[src/hw/srtDiv_cfg.svh]
// divider sizes; mantissas carry the hidden bit, widths beyond these values are untested
`ifndef SRT_DIV_CFG_SVH
`define SRT_DIV_CFG_SVH

// mantissa width with the hidden bit
`define SRT_MANT_W 24

// biased exponent width and bias
`define SRT_EXP_W 8
`define SRT_BIAS 127

// quotient has one integer bit above these fraction bits
`define SRT_QUOT_FRAC 27

// radix-4 digits produced per division
`define SRT_ITERS 14

// residual carries 4 integer bits and 3 guard bits around the mantissa
`define SRT_RES_W 30

`endif

[src/hw/srtDivPkg.sv]
// shared divider types; field order of the request and response structs is the external contract
`include "srtDiv_cfg.svh"

package srtDivPkg;

  // plain vectors with a meaning of their own
  typedef logic [`SRT_MANT_W-1:0] mantT;
  typedef logic [`SRT_EXP_W-1:0] expT;
  // computed exponent wraps modulo 2^10
  typedef logic [`SRT_EXP_W+1:0] calcExpT;
  typedef logic [$clog2(`SRT_MANT_W+1)-1:0] lzCntT;
  typedef logic [`SRT_QUOT_FRAC:0] quotT;
  typedef logic [`SRT_RES_W-1:0] residT;

  // one-hot digit, bit 3 down to bit 0 is +2 +1 -1 -2, zero when no bit set
  typedef logic [3:0] digitT;

  typedef enum logic [1:0] {
    iterIdle,
    iterRun,
    iterHold
  } iterStateT;

  typedef struct packed {
    mantT xMant;
    mantT yMant;
    expT xExp;
    expT yExp;
  } divReqT;

  typedef struct packed {
    mantT xNorm;
    mantT yNorm;
    calcExpT exp;
  } prepT;

  // residual still in carry-save form, divisor at residual scale
  typedef struct packed {
    quotT quot;
    quotT quotM;
    residT resSum;
    residT resCarry;
    residT divisor;
    calcExpT exp;
  } rawResT;

  typedef struct packed {
    quotT quot;
    calcExpT exp;
    logic sticky;
  } divRespT;

endpackage

[src/hw/quotSelect.sv]
// digit selection table; assumes divisor in [1,2) with its leading one at residual bit 26
`timescale 1ns/1ns
`include "srtDiv_cfg.svh"

module quotSelect (
  input  srtDivPkg::residT divisor,
  input  srtDivPkg::residT resSum,
  input  srtDivPkg::residT resCarry,
  output srtDivPkg::digitT digit
);
  import srtDivPkg::*;

  logic [7:0] topSum;
  logic signed [6:0] est;
  logic [2:0] dIdx;
  logic [27:0] thr;
  logic signed [6:0] mP2;
  logic signed [6:0] mP1;
  logic signed [6:0] mZ;
  logic signed [6:0] mN1;

  // short add on the top bits only
  // estimate is 4 integer and 3 fraction bits, never above the true residual
  assign topSum = resSum[`SRT_RES_W-1 -: 8] + resCarry[`SRT_RES_W-1 -: 8];
  assign est = topSum[7:1];

  // three bits below the leading one pick one of eight divisor intervals
  assign dIdx = divisor[`SRT_RES_W-5 -: 3];

  // thresholds in units of 1/8, ordered +2 +1 0 -1
  // each keeps the next residual within 2/3 of the divisor
  // allowing for the 3/16 truncation error of the estimate
  always_comb begin
    case (dIdx)
      3'd0: thr = {7'd12, 7'd4, -7'd4, -7'd13};
      3'd1: thr = {7'd14, 7'd4, -7'd6, -7'd15};
      3'd2: thr = {7'd15, 7'd4, -7'd6, -7'd16};
      3'd3: thr = {7'd16, 7'd4, -7'd6, -7'd18};
      3'd4: thr = {7'd18, 7'd6, -7'd8, -7'd20};
      3'd5: thr = {7'd20, 7'd6, -7'd8, -7'd20};
      3'd6: thr = {7'd20, 7'd8, -7'd8, -7'd22};
      default: thr = {7'd24, 7'd8, -7'd8, -7'd24};
    endcase
  end

  assign mP2 = thr[27:21];
  assign mP1 = thr[20:14];
  assign mZ = thr[13:7];
  assign mN1 = thr[6:0];

  // compare top down
  always_comb begin
    if (est >= mP2) begin
      digit = 4'b1000;
    end else if (est >= mP1) begin
      digit = 4'b0100;
    end else if (est >= mZ) begin
      digit = 4'b0000;
    end else if (est >= mN1) begin
      digit = 4'b0010;
    end else begin
      digit = 4'b0001;
    end
  end

endmodule

[src/hw/otfConvert.sv]
// on-the-fly quotient conversion; start and advance must not be raised together
`timescale 1ns/1ns
`include "srtDiv_cfg.svh"

module otfConvert (
  input  logic clk,
  input  logic start,
  input  logic advance,
  input  srtDivPkg::digitT digit,
  output srtDivPkg::quotT quot,
  output srtDivPkg::quotT quotM
);
  import srtDivPkg::*;

  // both words lose their top two bits on every shift
  logic [`SRT_QUOT_FRAC-2:0] qKeep;
  logic [`SRT_QUOT_FRAC-2:0] qmKeep;
  quotT quotNext;
  quotT quotMNext;

  assign qKeep = quot[`SRT_QUOT_FRAC-2:0];
  assign qmKeep = quotM[`SRT_QUOT_FRAC-2:0];

  // quotM always tracks quot minus one ulp
  // negative digits borrow from quotM so no carry ever ripples
  always_comb begin
    case (digit)
      4'b1000: begin
        quotNext = {qKeep, 2'b10};
        quotMNext = {qKeep, 2'b01};
      end
      4'b0100: begin
        quotNext = {qKeep, 2'b01};
        quotMNext = {qKeep, 2'b00};
      end
      4'b0010: begin
        quotNext = {qmKeep, 2'b11};
        quotMNext = {qmKeep, 2'b10};
      end
      4'b0001: begin
        quotNext = {qmKeep, 2'b10};
        quotMNext = {qmKeep, 2'b01};
      end
      default: begin
        quotNext = {qKeep, 2'b00};
        quotMNext = {qmKeep, 2'b11};
      end
    endcase
  end

  // zero and minus one at the start of a division
  always_ff @(posedge clk) begin
    if (start) begin
      quot <= '0;
      quotM <= '1;
    end else if (advance) begin
      quot <= quotNext;
      quotM <= quotMNext;
    end
  end

endmodule

[src/hw/operandPrep.sv]
// input stage; a zero dividend is legal but a zero divisor must never be sent
`timescale 1ns/1ns
`include "srtDiv_cfg.svh"

module operandPrep (
  input  logic clk,
  input  logic rst,
  input  srtDivPkg::divReqT req,
  input  logic reqValid,
  output logic reqReady,
  output srtDivPkg::prepT prep,
  output logic prepValid,
  input  logic prepReady
);
  import srtDivPkg::*;

  lzCntT xLz;
  lzCntT yLz;
  mantT xNorm;
  mantT yNorm;
  logic xZero;
  calcExpT expNext;
  logic reqFire;

  // leading zeros of a mantissa, full width when the mantissa is zero
  function automatic lzCntT countLz(input mantT m);
    lzCntT cnt;
    cnt = lzCntT'(`SRT_MANT_W);
    // highest set bit wins since it is visited last
    for (int i = 0; i < `SRT_MANT_W; i++) begin
      if (m[i]) begin
        cnt = lzCntT'(`SRT_MANT_W - 1 - i);
      end
    end
    return cnt;
  endfunction

  //////////////////////////////////////////////////////////////////////
  // normalize
  //////////////////////////////////////////////////////////////////////

  assign xLz = countLz(req.xMant);
  assign yLz = countLz(req.yMant);

  // both land in [1,2) with the hidden bit at the top
  assign xNorm = req.xMant << xLz;
  assign yNorm = req.yMant << yLz;

  assign xZero = (req.xMant == '0);

  // exponent corrected for both normalization shifts
  // zero dividend reports exponent 0
  always_comb begin
    expNext = calcExpT'(req.xExp) - calcExpT'(xLz) - calcExpT'(req.yExp);
    expNext = expNext + calcExpT'(yLz) + calcExpT'(`SRT_BIAS);
    if (xZero) begin
      expNext = '0;
    end
  end

  //////////////////////////////////////////////////////////////////////
  // one-entry holding register
  //////////////////////////////////////////////////////////////////////

  // free slot or slot emptying this cycle
  assign reqReady = !prepValid || prepReady;
  assign reqFire = reqValid && reqReady;

  always_ff @(posedge clk) begin
    if (rst) begin
      prepValid <= 1'b0;
    end else if (reqFire) begin
      prepValid <= 1'b1;
    end else if (prepReady) begin
      prepValid <= 1'b0;
    end
  end

  // payload only moves on an accepted request
  always_ff @(posedge clk) begin
    if (reqFire) begin
      prep <= '{xNorm: xNorm, yNorm: yNorm, exp: expNext};
    end
  end

endmodule

[src/hw/srtIterate.sv]
// radix-4 recurrence; one division at a time, inputs must be normalized with a nonzero divisor
`timescale 1ns/1ns
`include "srtDiv_cfg.svh"

module srtIterate (
  input  logic clk,
  input  logic rst,
  input  srtDivPkg::prepT prep,
  input  logic prepValid,
  output logic prepReady,
  output srtDivPkg::rawResT raw,
  output logic rawValid,
  input  logic rawReady
);
  import srtDivPkg::*;

  localparam int CntW = $clog2(`SRT_ITERS + 1);

  iterStateT state;
  logic [CntW-1:0] digitCnt;
  residT resSum;
  residT resCarry;
  residT divisor;
  calcExpT expQ;
  digitT digit;
  residT divMul;
  logic negCin;
  residT csaSum;
  residT csaMaj;
  residT csaCarry;
  logic loadEn;
  logic stepEn;
  quotT quot;
  quotT quotM;

  assign prepReady = (state == iterIdle);
  assign rawValid = (state == iterHold);
  assign loadEn = (state == iterIdle) && prepValid;
  // last run cycle has a zero count and only moves to hold
  assign stepEn = (state == iterRun) && (digitCnt != '0);

  quotSelect qSel0 (
    .divisor(divisor),
    .resSum(resSum),
    .resCarry(resCarry),
    .digit(digit)
  );

  otfConvert otf0 (
    .clk(clk),
    .start(loadEn),
    .advance(stepEn),
    .digit(digit),
    .quot(quot),
    .quotM(quotM)
  );

  //////////////////////////////////////////////////////////////////////
  // divisor multiple and carry-save step
  //////////////////////////////////////////////////////////////////////

  // positive digits subtract, so complement plus carry-in
  always_comb begin
    negCin = 1'b0;
    case (digit)
      4'b1000: begin
        divMul = ~(divisor << 1);
        negCin = 1'b1;
      end
      4'b0100: begin
        divMul = ~divisor;
        negCin = 1'b1;
      end
      4'b0010: divMul = divisor;
      4'b0001: divMul = divisor << 1;
      default: divMul = '0;
    endcase
  end

  // 3:2 compressor, carry-in slots into the free lsb of the carry word
  assign csaSum = resSum ^ resCarry ^ divMul;
  assign csaMaj = (resSum & resCarry) | (resSum & divMul) | (resCarry & divMul);
  assign csaCarry = {csaMaj[`SRT_RES_W-2:0], negCin};

  //////////////////////////////////////////////////////////////////////
  // control
  //////////////////////////////////////////////////////////////////////

  always_ff @(posedge clk) begin
    if (rst) begin
      state <= iterIdle;
      digitCnt <= '0;
    end else begin
      case (state)
        iterIdle: begin
          if (prepValid) begin
            state <= iterRun;
            digitCnt <= CntW'(`SRT_ITERS);
          end
        end
        iterRun: begin
          if (digitCnt == '0) begin
            state <= iterHold;
          end else begin
            digitCnt <= digitCnt - 1'b1;
          end
        end
        iterHold: begin
          if (rawReady) begin
            state <= iterIdle;
          end
        end
        default: state <= iterIdle;
      endcase
    end
  end

  // registers hold 4w, so the dividend loads as 4 times x/4
  // residual keeps 3 zero guard bits at the bottom
  always_ff @(posedge clk) begin
    if (loadEn) begin
      resSum <= {3'b000, prep.xNorm, 3'b000};
      resCarry <= '0;
      divisor <= {3'b000, prep.yNorm, 3'b000};
      expQ <= prep.exp;
    end else if (stepEn) begin
      resSum <= {csaSum[`SRT_RES_W-3:0], 2'b00};
      resCarry <= {csaCarry[`SRT_RES_W-3:0], 2'b00};
    end
  end

  assign raw = '{
    quot: quot,
    quotM: quotM,
    resSum: resSum,
    resCarry: resCarry,
    divisor: divisor,
    exp: expQ
  };

endmodule

[src/hw/resultPack.sv]
// output stage; quotient is truncated, sticky covers every bit below it, no rounding done
`timescale 1ns/1ns
`include "srtDiv_cfg.svh"

module resultPack (
  input  logic clk,
  input  logic rst,
  input  srtDivPkg::rawResT raw,
  input  logic rawValid,
  output logic rawReady,
  output srtDivPkg::divRespT resp,
  output logic respValid,
  input  logic respReady
);
  import srtDivPkg::*;

  residT remSum;
  logic remNeg;
  residT div2;
  residT div4;
  residT remFix;
  residT remTrial;
  quotT quotSel;
  logic lastBit;
  logic sticky;
  logic rawFire;

  //////////////////////////////////////////////////////////////////////
  // remainder resolve
  //////////////////////////////////////////////////////////////////////

  // full add of the carry-save pair gives 4 times the last residual
  assign remSum = raw.resSum + raw.resCarry;
  assign remNeg = remSum[`SRT_RES_W-1];

  assign div2 = raw.divisor << 1;
  assign div4 = raw.divisor << 2;

  // negative remainder means the digits overshot by one ulp
  assign quotSel = remNeg ? raw.quotM : raw.quot;
  assign remFix = remNeg ? (remSum + div4) : remSum;

  // digits cover x/4d, so one more radix-2 step brings back the low bit
  // that bit is set when the fixed remainder reaches half the divisor
  assign remTrial = remFix - div2;
  assign lastBit = !remTrial[`SRT_RES_W-1];

  // anything left after the final bit
  assign sticky = lastBit ? (remTrial != '0) : (remFix != '0);

  //////////////////////////////////////////////////////////////////////
  // output register
  //////////////////////////////////////////////////////////////////////

  assign rawReady = !respValid || respReady;
  assign rawFire = rawValid && rawReady;

  always_ff @(posedge clk) begin
    if (rst) begin
      respValid <= 1'b0;
    end else if (rawFire) begin
      respValid <= 1'b1;
    end else if (respReady) begin
      respValid <= 1'b0;
    end
  end

  // top bit of quotSel is always clear since x/4d stays below one half
  always_ff @(posedge clk) begin
    if (rawFire) begin
      resp <= '{
        quot: {quotSel[`SRT_QUOT_FRAC-1:0], lastBit},
        exp: raw.exp,
        sticky: sticky
      };
    end
  end

endmodule

[src/hw/srtDivTop.sv]
// divider top; no zero divisor, no special values, up to three divisions in flight
`timescale 1ns/1ns

module srtDivTop (
  input  logic clk,
  input  logic rst,
  input  srtDivPkg::divReqT req,
  input  logic reqValid,
  output logic reqReady,
  output srtDivPkg::divRespT resp,
  output logic respValid,
  input  logic respReady
);
  import srtDivPkg::*;

  // normalized operands into the iterator
  prepT prep;
  logic prepValid;
  logic prepReady;

  // carry-save result into the output stage
  rawResT raw;
  logic rawValid;
  logic rawReady;

  operandPrep prep0 (
    .clk(clk),
    .rst(rst),
    .req(req),
    .reqValid(reqValid),
    .reqReady(reqReady),
    .prep(prep),
    .prepValid(prepValid),
    .prepReady(prepReady)
  );

  srtIterate iter0 (
    .clk(clk),
    .rst(rst),
    .prep(prep),
    .prepValid(prepValid),
    .prepReady(prepReady),
    .raw(raw),
    .rawValid(rawValid),
    .rawReady(rawReady)
  );

  resultPack pack0 (
    .clk(clk),
    .rst(rst),
    .raw(raw),
    .rawValid(rawValid),
    .rawReady(rawReady),
    .resp(resp),
    .respValid(respValid),
    .respReady(respReady)
  );

endmodule

[config.mk]
export PLATFORM = sky130hd
export DESIGN_NAME = srtDivTop
export DESIGN_NICKNAME = d
export VERILOG_FILES = /design/src/hw/srtDivPkg.sv /design/src/hw/quotSelect.sv /design/src/hw/otfConvert.sv /design/src/hw/operandPrep.sv /design/src/hw/srtIterate.sv /design/src/hw/resultPack.sv /design/src/hw/srtDivTop.sv
export VERILOG_INCLUDE_DIRS = /design/src /design/src/hw
export SDC_FILE = /design/constraint.sdc
export NUM_CORES = 1
export LEC_CHECK = 0
export BUFFER_PORTS_ARGS = -buffer_cell sky130_fd_sc_hd__buf_2
export CORE_AREA = 2 2 190 192
export CTS_CLUSTER_SIZE = 20
export DETAILED_ROUTE_END_ITERATION = 7
export DIE_AREA = 0 0 192 194
export GPL_TIMING_DRIVEN = 1
export PLACE_DENSITY = 0.73
export SETUP_SLACK_MARGIN = 0.15
export SYNTH_ARGS = -nofsm -noshare
export SYNTH_HDL_FRONTEND = slang
export SYNTH_SLANG_ARGS = --single-unit
export TNS_END_PERCENT = 5
[constraint.sdc]
create_clock -name clk -period 8.07 [get_ports clk]
set_input_delay 0.807 -clock clk [delete_from_list [all_inputs] [get_ports clk]]
set_output_delay 0.807 -clock clk [all_outputs]
set_load 0.03 [all_outputs]
==> run summary, run 1 <==
Ports = 109
Worst path arrival time = 7.58 ns
Final nets = 2360
CTS HTree Levels = 1
Share of cells above drive strength 1 = 10.3%
Reg2reg start = iter0.resSum[9]$_DFFE_PP_
Most frequent cells in the layout = nand2_1 (307), nor2_1 (201), edfxtp_1 (155)
TNS Setup = 0 ns
Gpl congestion = 0.973
Area occupied by multi-input gates = 11100 sq um
Status = finished, final reports clean
M1 WL = 21.8 mm
Cell count after synthesis = 2098
CTS root buf = clkbuf_16
Total gr overflow = 0
Non-filler instance count after layout = 2632
CTS Sinks = 247
Clock-pin slew on the worst setup and hold paths = 0.08 ns
Via density = 6.10
Layout fillers = 3175
CTS Buf Count = 26
End point of the critical path = pack0.resp[0]$_DFFE_PP_
FMAX = 137 MHz
Clk_lat worst skew = 0.54 ns
Pre-antenna DRT Iters = 5
Peak VDD IR = 0.442 mV
Postcts setup bufs = 0
Ys Warns = 0
Port-buffer cells = 108
Setup Skew = 0.0189 ns
Antenna Cells = 0
Sequential area share after synthesis = 35.4%
Syn Nets = 2307
Startpoint types = flop
Vias = 16000
Routed Antenna Nets = 0
Slew @ Worst Pin = 1.25 ns
Pwr/cell area = 473 nW/um^2
Seq cells post-synth = 247
Hold Slack = 0.400 ns
R2R cell count = 27
CTS tree = yes
Die area = 37200 sq um
Commonest register cell after synthesis = edfxtp_1
Post-synth EDFFs = 155
Storage element area = 6500 sq um
Max Cap Viol = 0
Cells after DPL = 2584
Final-report max-slew violation count = 0
Area growth syn-to-layout = 9.26%
Ys async rst share = 0%
Fin. Hold Viols = 0
Worst r2r dst = pack0.resp[0]$_DFFE_PP_
RSZ-0062 raised after global routing = no
Hold WC Path Type = flop to flop
First-pass GRT wire length = 79.8 mm
Crit path time final = 7.29 ns
Initial core utilization = 52.1%
Final setup violation count = 0
Metal2 WL = 23.7 mm
Hold buffer count at CTS = 0
Max transition margin = 16.4%
Met3 wire len = 2.72 mm
Setup CP Type = flop to flop
Core footprint = 35200 sq um
Leading area contributor after synthesis = edfxtp_1
Starting DRT DRC Count = 1173
Num rows = 69
Leak = 8.49 nW
Critical Path RT = 8.36 ns
CP Max Fanout = 10
Max layer used = met4
Number of library cell types mapped by synthesis = 94
Endpoint class of the critical path = flop
Avg Cell Area, Syn = 8.75 sq um
Post-Route Utilization = 57.0%
R2R setup slack = 0.78 ns
Wirelength per Cell = 18.9 um
Detail Placement HPWL = 36.7 mm
# DRC = 0
Initial antenna violation count = 0
Commonest non-fill, non-tap cell in the layout = nand2_1
Routed WL = 49.7 mm
Die Ht = 194 um
Total track usage = 26.4%
Die Width = 192 um
Vias in the first global route = 15100
Worst Setup SP = iter0.resSum[9]$_DFFE_PP_
Area contributors post-synth = edfxtp_1 (25%), dfxtp_1 (10%), ha_1 (7.4%), nand2_1 (6.3%), mux2i_1 (4.2%)
Tcrit/Tclk final = 90.3%
CTS max path bufs = 3
Post-cts sizing count = 0
Largest net degree at the start of global routing = 127
Post-synth top area share = 25.3%
Mapped Area = 18400 sq um
report_power, final:
| group | leakage, nW | internal, mW | switching [mW] | total, mW |
|---|---|---|---|---|
| combinational | 5.88 | 2.41 | 4.09 | 6.50 |
| clock | 0.385 | 0.637 | 0.482 | 1.12 |
| sequential | 2.22 | 1.68 | 0.198 | 1.87 |
| total | 8.49 | 4.73 | 4.77 | 9.49 |
cell usage after synthesis (19+ instances only):
library cell	count
xor2_1	27
a22o_1	25
nor3_1	34
nand2b_1	21
nand2_1	307
inv_1	111
fa_1	33
o22a_1	22
nor2_1	201
nor2b_1	19
buf_1	23
o22ai_1	21
o21ai_0	105
a211oi_1	45
a21oi_1	140
ha_1	108
a21o_1	38
dfxtp_1	92
edfxtp_1	155
xnor2_1	48
clkbuf_1	56
nand3_1	55
a31oi_1	47
mux2i_1	77
sequential cells by signal (all words and copies together), names as in the netlist:
| register | flops |
|---|---|
| iter0.digitCnt | 4 |
| iter0.divisor | 24 |
| iter0.expQ | 10 |
| iter0.otf0.quot | 27 |
| iter0.otf0.quotM | 27 |
| iter0.resCarry | 26 |
| iter0.resSum | 28 |
| iter0.state | 2 |
| pack0.resp | 39 |
| pack0.respValid | 1 |
| prep0.prep | 58 |
| prep0.prepValid | 1 |
area by class of cell:
cell class / instances / area share, %
Sequential cell: 247 / 32.4
Clock inverter: 9 / 0.287
Multi-Input combinational cell: 1631 / 55.2
Tap cell: 461 / 2.87
Inverter: 119 / 2.23
Timing Repair Buffer: 126 / 3.37
Clock buffer: 39 / 3.69
worst min path at each step:
stage,cells after the start,endpoint,slack (ns),start
floorplan,0,iter0.divisor[10]$_DFFE_PP_,0.40,prep0.prep[17]$_SDFFCE_PP0P_
global placement,0,iter0.expQ[0]$_DFFE_PP_,0.40,prep0.prep[0]$_SDFFCE_PN0P_
detailed placement,0,iter0.divisor[18]$_DFFE_PP_,0.40,prep0.prep[25]$_SDFFCE_PP0P_
CTS,0,iter0.divisor[23]$_DFFE_PP_,0.40,prep0.prep[30]$_DFFE_PP_
global route,0,iter0.divisor[3]$_DFFE_PP_,0.42,prep0.prep[10]$_SDFFCE_PP0P_
finish,0,iter0.divisor[23]$_DFFE_PP_,0.40,prep0.prep[30]$_DFFE_PP_
metrics by stage:
stage                     total power, mW  setup slack [ns]  area (sq um)
after detailed placement             8.26             0.925         19300
after global routing                 10.3             0.168         20100
final                                9.49             0.780         20100
after global placement               8.14              1.20         19300
after CTS                            9.45             0.919         20100
after floorplan                      6.60              1.75         18400
layer usage:
| metal | track usage [%] | up-vias |
|---|---|---|
| met5 | 0 | - |
| met4 | 7.72 | 0 |
| met3 | 2.79 | 100 |
| met2 | 43.9 | 516 |
| met1 | 36.3 | 7654 |
| li1 | - | 7777 |
worst max-delay path: stages (launching register included):
cell       delay, ns
edfxtp_1        0.42
ha_1            0.40
a211o_1         0.36
a2111oi_1       0.46
a2111oi_2       0.15
o21a_1          0.21
o21ai_0         0.21
nand2b_1        0.10
xor2_1          0.26
ha_1            0.36
and4_1          0.28
nand2_1         0.09
a2bb2oi_1       0.27
a31oi_1         0.17
a31oi_1         0.22
xor2_1          0.21
o21ai_0         0.11
ha_1            0.43
o22ai_1         0.11
nor4b_1         0.29
o2111ai_1       0.15
a2111oi_0       0.47
o2111ai_1       0.17
or4_1           0.42
nor4_1          0.28
nand3_1         0.12
nor4_1          0.23
a21oi_1         0.11
cell families after synthesis:
| family | Yosys count | share of synthesized area, % |
|---|---|---|
| AO/OA/AOI/OAI | 601 | 22.3 |
| XOR/XNOR | 77 | 3.75 |
| adder cells (fa/ha/maj) | 141 | 11.0 |
| buffers and inverters | 220 | 4.70 |
| flip-flops | 247 | 35.4 |
| multiplexers | 94 | 5.63 |
| AND/OR/NAND/NOR | 718 | 17.3 |
Power figures use the tool's default switching activity.
==> inputs of run 2 (changes only) <==
--- a/config.mk
+++ b/config.mk
@@ -7,12 +7,14 @@
 export NUM_CORES = 1
 export LEC_CHECK = 0
 export BUFFER_PORTS_ARGS = -buffer_cell sky130_fd_sc_hd__buf_2
-export CORE_AREA = 2 2 190 192
+export CELL_PAD_IN_SITES_DETAIL_PLACEMENT = 1
+export CELL_PAD_IN_SITES_GLOBAL_PLACEMENT = 1
+export CORE_AREA = 2 2 199 201
 export CTS_CLUSTER_SIZE = 20
 export DETAILED_ROUTE_END_ITERATION = 7
-export DIE_AREA = 0 0 192 194
+export DIE_AREA = 0 0 201 203
 export GPL_TIMING_DRIVEN = 1
-export PLACE_DENSITY = 0.73
+export PLACE_DENSITY = 0.84
 export SETUP_SLACK_MARGIN = 0.15
 export SYNTH_ARGS = -nofsm -noshare
 export SYNTH_HDL_FRONTEND = slang
==> run 2 against run 1 <==
Against the previous run: non-clock buffer count up 2; fmax down 0.66%; clock skew up 0.011 ns; sequential share of layout area down 0.17 points; die area up 9.5%; first-iteration DRC count down 4.9%; cell count up 2.2%; total power up 2.9%; register-to-register slack worse by 0.05 ns; global-route usage up 1.9 points; via count up 2.3%; routed wire length up 17%.
==> run summary, run 2 (synthesized netlist as in run 1, its figures left out) <==
Clock-pin slew on the worst setup and hold paths = 0.06 ns (-0.02 ns)
Commonest non-fill, non-tap cell in the layout = nand2_1
Crit path time final = 7.34 ns (+0.0483 ns)
Fin. Hold Viols = 0 (unchanged)
Pre-antenna DRT Iters = 5 (unchanged)
Via density = 6.10 (about the same)
Area growth syn-to-layout = 9.85%
Initial antenna violation count = 0 (unchanged)
Die Width = 201 um (+4.7%)
Status = finished, final reports clean
Startpoint types = flop
Peak VDD IR = 0.277 mV (-37%)
Setup Skew = 0.0295 ns (+0.0106 ns)
FMAX = 136 MHz (-0.66%)
CTS HTree Levels = 1 (unchanged)
CTS Buf Count = 26 (unchanged)
Family with the most delay on the worst path = compound AO/OA/AOI/OAI gates
Gpl congestion = 0.936 (-3.8%)
Wirelength per Cell = 21.6 um (+15%)
Hold buffer count at CTS = 0 (unchanged)
TNS Setup = 0 ns (unchanged)
Storage element area = 6500 sq um (unchanged)
Share of cells above drive strength 1 = 10.4% (+0.037 points)
Top reg by flops = prep0.prep
Psw = 4.97 mW (+4.3%)
Most frequent cells in the layout = nand2_1 (307), nor2_1 (201), edfxtp_1 (155)
Hold WC Path Type = flop to flop
Cells after DPL = 2643 (+2.3%)
Top Registers = prep0.prep x58, pack0.resp x39, iter0.resSum x28
Total gr overflow = 0 (unchanged)
CP max stage cell = a2111oi_1
Routed WL = 58.2 mm (+17%)
Sequential Power Share = 19.5% (-0.2 points)
Non-filler instance count after layout = 2691 (+2.2%)
Detail Placement HPWL = 44.1 mm (+20%)
Max reg flops = 58 (unchanged)
Die Ht = 203 um (+4.6%)
Core footprint = 38500 sq um (+9.2%)
Critical Path RT = 8.36 ns (about the same)
Total track usage = 28.3% (+1.9 points)
Combinational share of power = 68.5% (about the same)
Area occupied by multi-input gates = 11100 sq um (about the same)
Layout fillers = 4543 (+43%)
Clk pwr share = 12.0% (+0.2 points)
Endpoint class of the critical path = flop
CP Max Fanout = 6 (-4)
Leak = 8.51 nW (+0.26%)
Sw frac = 50.9% (+0.66 points)
Final nets = 2362 (+0.085%)
CTS root buf = clkbuf_16
Tcrit/Tclk final = 90.9% (+0.60 points)
Port-buffer cells = 108 (unchanged)
Postcts setup bufs = 0 (unchanged)
Max Cap Viol = 0 (unchanged)
Worst path arrival time = 7.63 ns (+0.05 ns)
CTS max path bufs = 3 (unchanged)
Slew @ Worst Pin = 1.33 ns (+0.0746 ns)
Num rows = 72 (+4.3%)
Final setup violation count = 0 (unchanged)
CTS Sinks = 247 (unchanged)
Antenna Cells = 0 (unchanged)
Vias = 16400 (+2.3%)
First-pass GRT wire length = 93.4 mm (+17%)
Vias in the first global route = 17100 (+13%)
Setup CP Type = flop to flop
Die area = 40800 sq um (+9.5%)
Combined buffer and inverter count along the critical path = 1 (+1)
Routed Antenna Nets = 0 (unchanged)
Pwr/cell area = 484 nW/um^2 (+2.4%)
Post-cts sizing count = 0 (unchanged)
Post-Route Utilization = 52.4% (-4.5 points)
Initial core utilization = 47.7% (-4.4 points)
Starting DRT DRC Count = 1115 (-4.9%)
Final-report max-slew violation count = 0 (unchanged)
Ports = 109 (unchanged)
CTS tree = yes
# DRC = 0 (unchanged)
Int Power = 4.80 mW (+1.6%)
Worst path max stage delay = 0.43 ns (-0.04 ns)
Max transition margin = 10.7% (-5.8 points)
Largest net degree at the start of global routing = 78 (-39%)
Clk_lat worst skew = 0.56 ns (+0.02 ns)
RSZ-0062 raised after global routing = no
## run 2: changes by cell type in the layout (fill, tap and decap cells not counted), moves of 2 or more
cell	before	now
clkbuf_1	10	13
buf_4	18	20
clkinv_2	3	1
clkinvlp_4	2	0
## run 2: final timing paths
check                               from                 endpoint  slack (ns)  depth (start not counted)
min          prep0.prep[2]$_SDFFCE_PN0P_  iter0.expQ[2]$_DFFE_PP_        0.42                          0
min reg2reg  prep0.prep[2]$_SDFFCE_PN0P_  iter0.expQ[2]$_DFFE_PP_        0.42                          0
max reg2reg    iter0.resSum[9]$_DFFE_PP_  pack0.resp[0]$_DFFE_PP_        0.73                         29
max            iter0.resSum[9]$_DFFE_PP_  pack0.resp[0]$_DFFE_PP_        0.73                         29
## run 2: layout make-up
type | count | area share, %
clock buffers | 43 | 3.80
clock inverters | 5 | 0.292
inverters | 119 | 2.21
multi-input cells | 1631 | 54.9
flip-flops and latches | 247 | 32.2
well taps | 518 | 3.21
repair buffers | 128 | 3.42
## run 2: power by group through the flow
stage	Sequential [mW]	Combinational, mW	Clock, mW
floorplan	1.87	4.73	0
global placement	1.90	6.23	0
detailed placement	1.92	6.54	0
CTS	1.90	6.62	1.19
global route	1.94	7.35	1.24
finish	1.90	6.69	1.18
## run 2: per-layer routing
metal	GRT usage, %	wire, um	up-vias
li1	-	-	7753
met3	2.12	2150	101
met5	0	0	-
met1	37.3	25800	8113
met4	8.36	1640	0
met2	49.8	28600	442
## run 2: through the flow
step | hold WS (ns) | area [sq um] | power [mW] | setup slack [ns]
global placement | 0.402 | 19300 | 8.13 | 1.26
CTS | 0.420 | 20200 | 9.71 | 0.841
global route | 0.421 | 20200 | 10.5 | 0.211
finish | 0.419 | 20200 | 9.77 | 0.732
floorplan | 0.400 | 18400 | 6.60 | 1.75
detailed placement | 0.406 | 19300 | 8.47 | 0.846
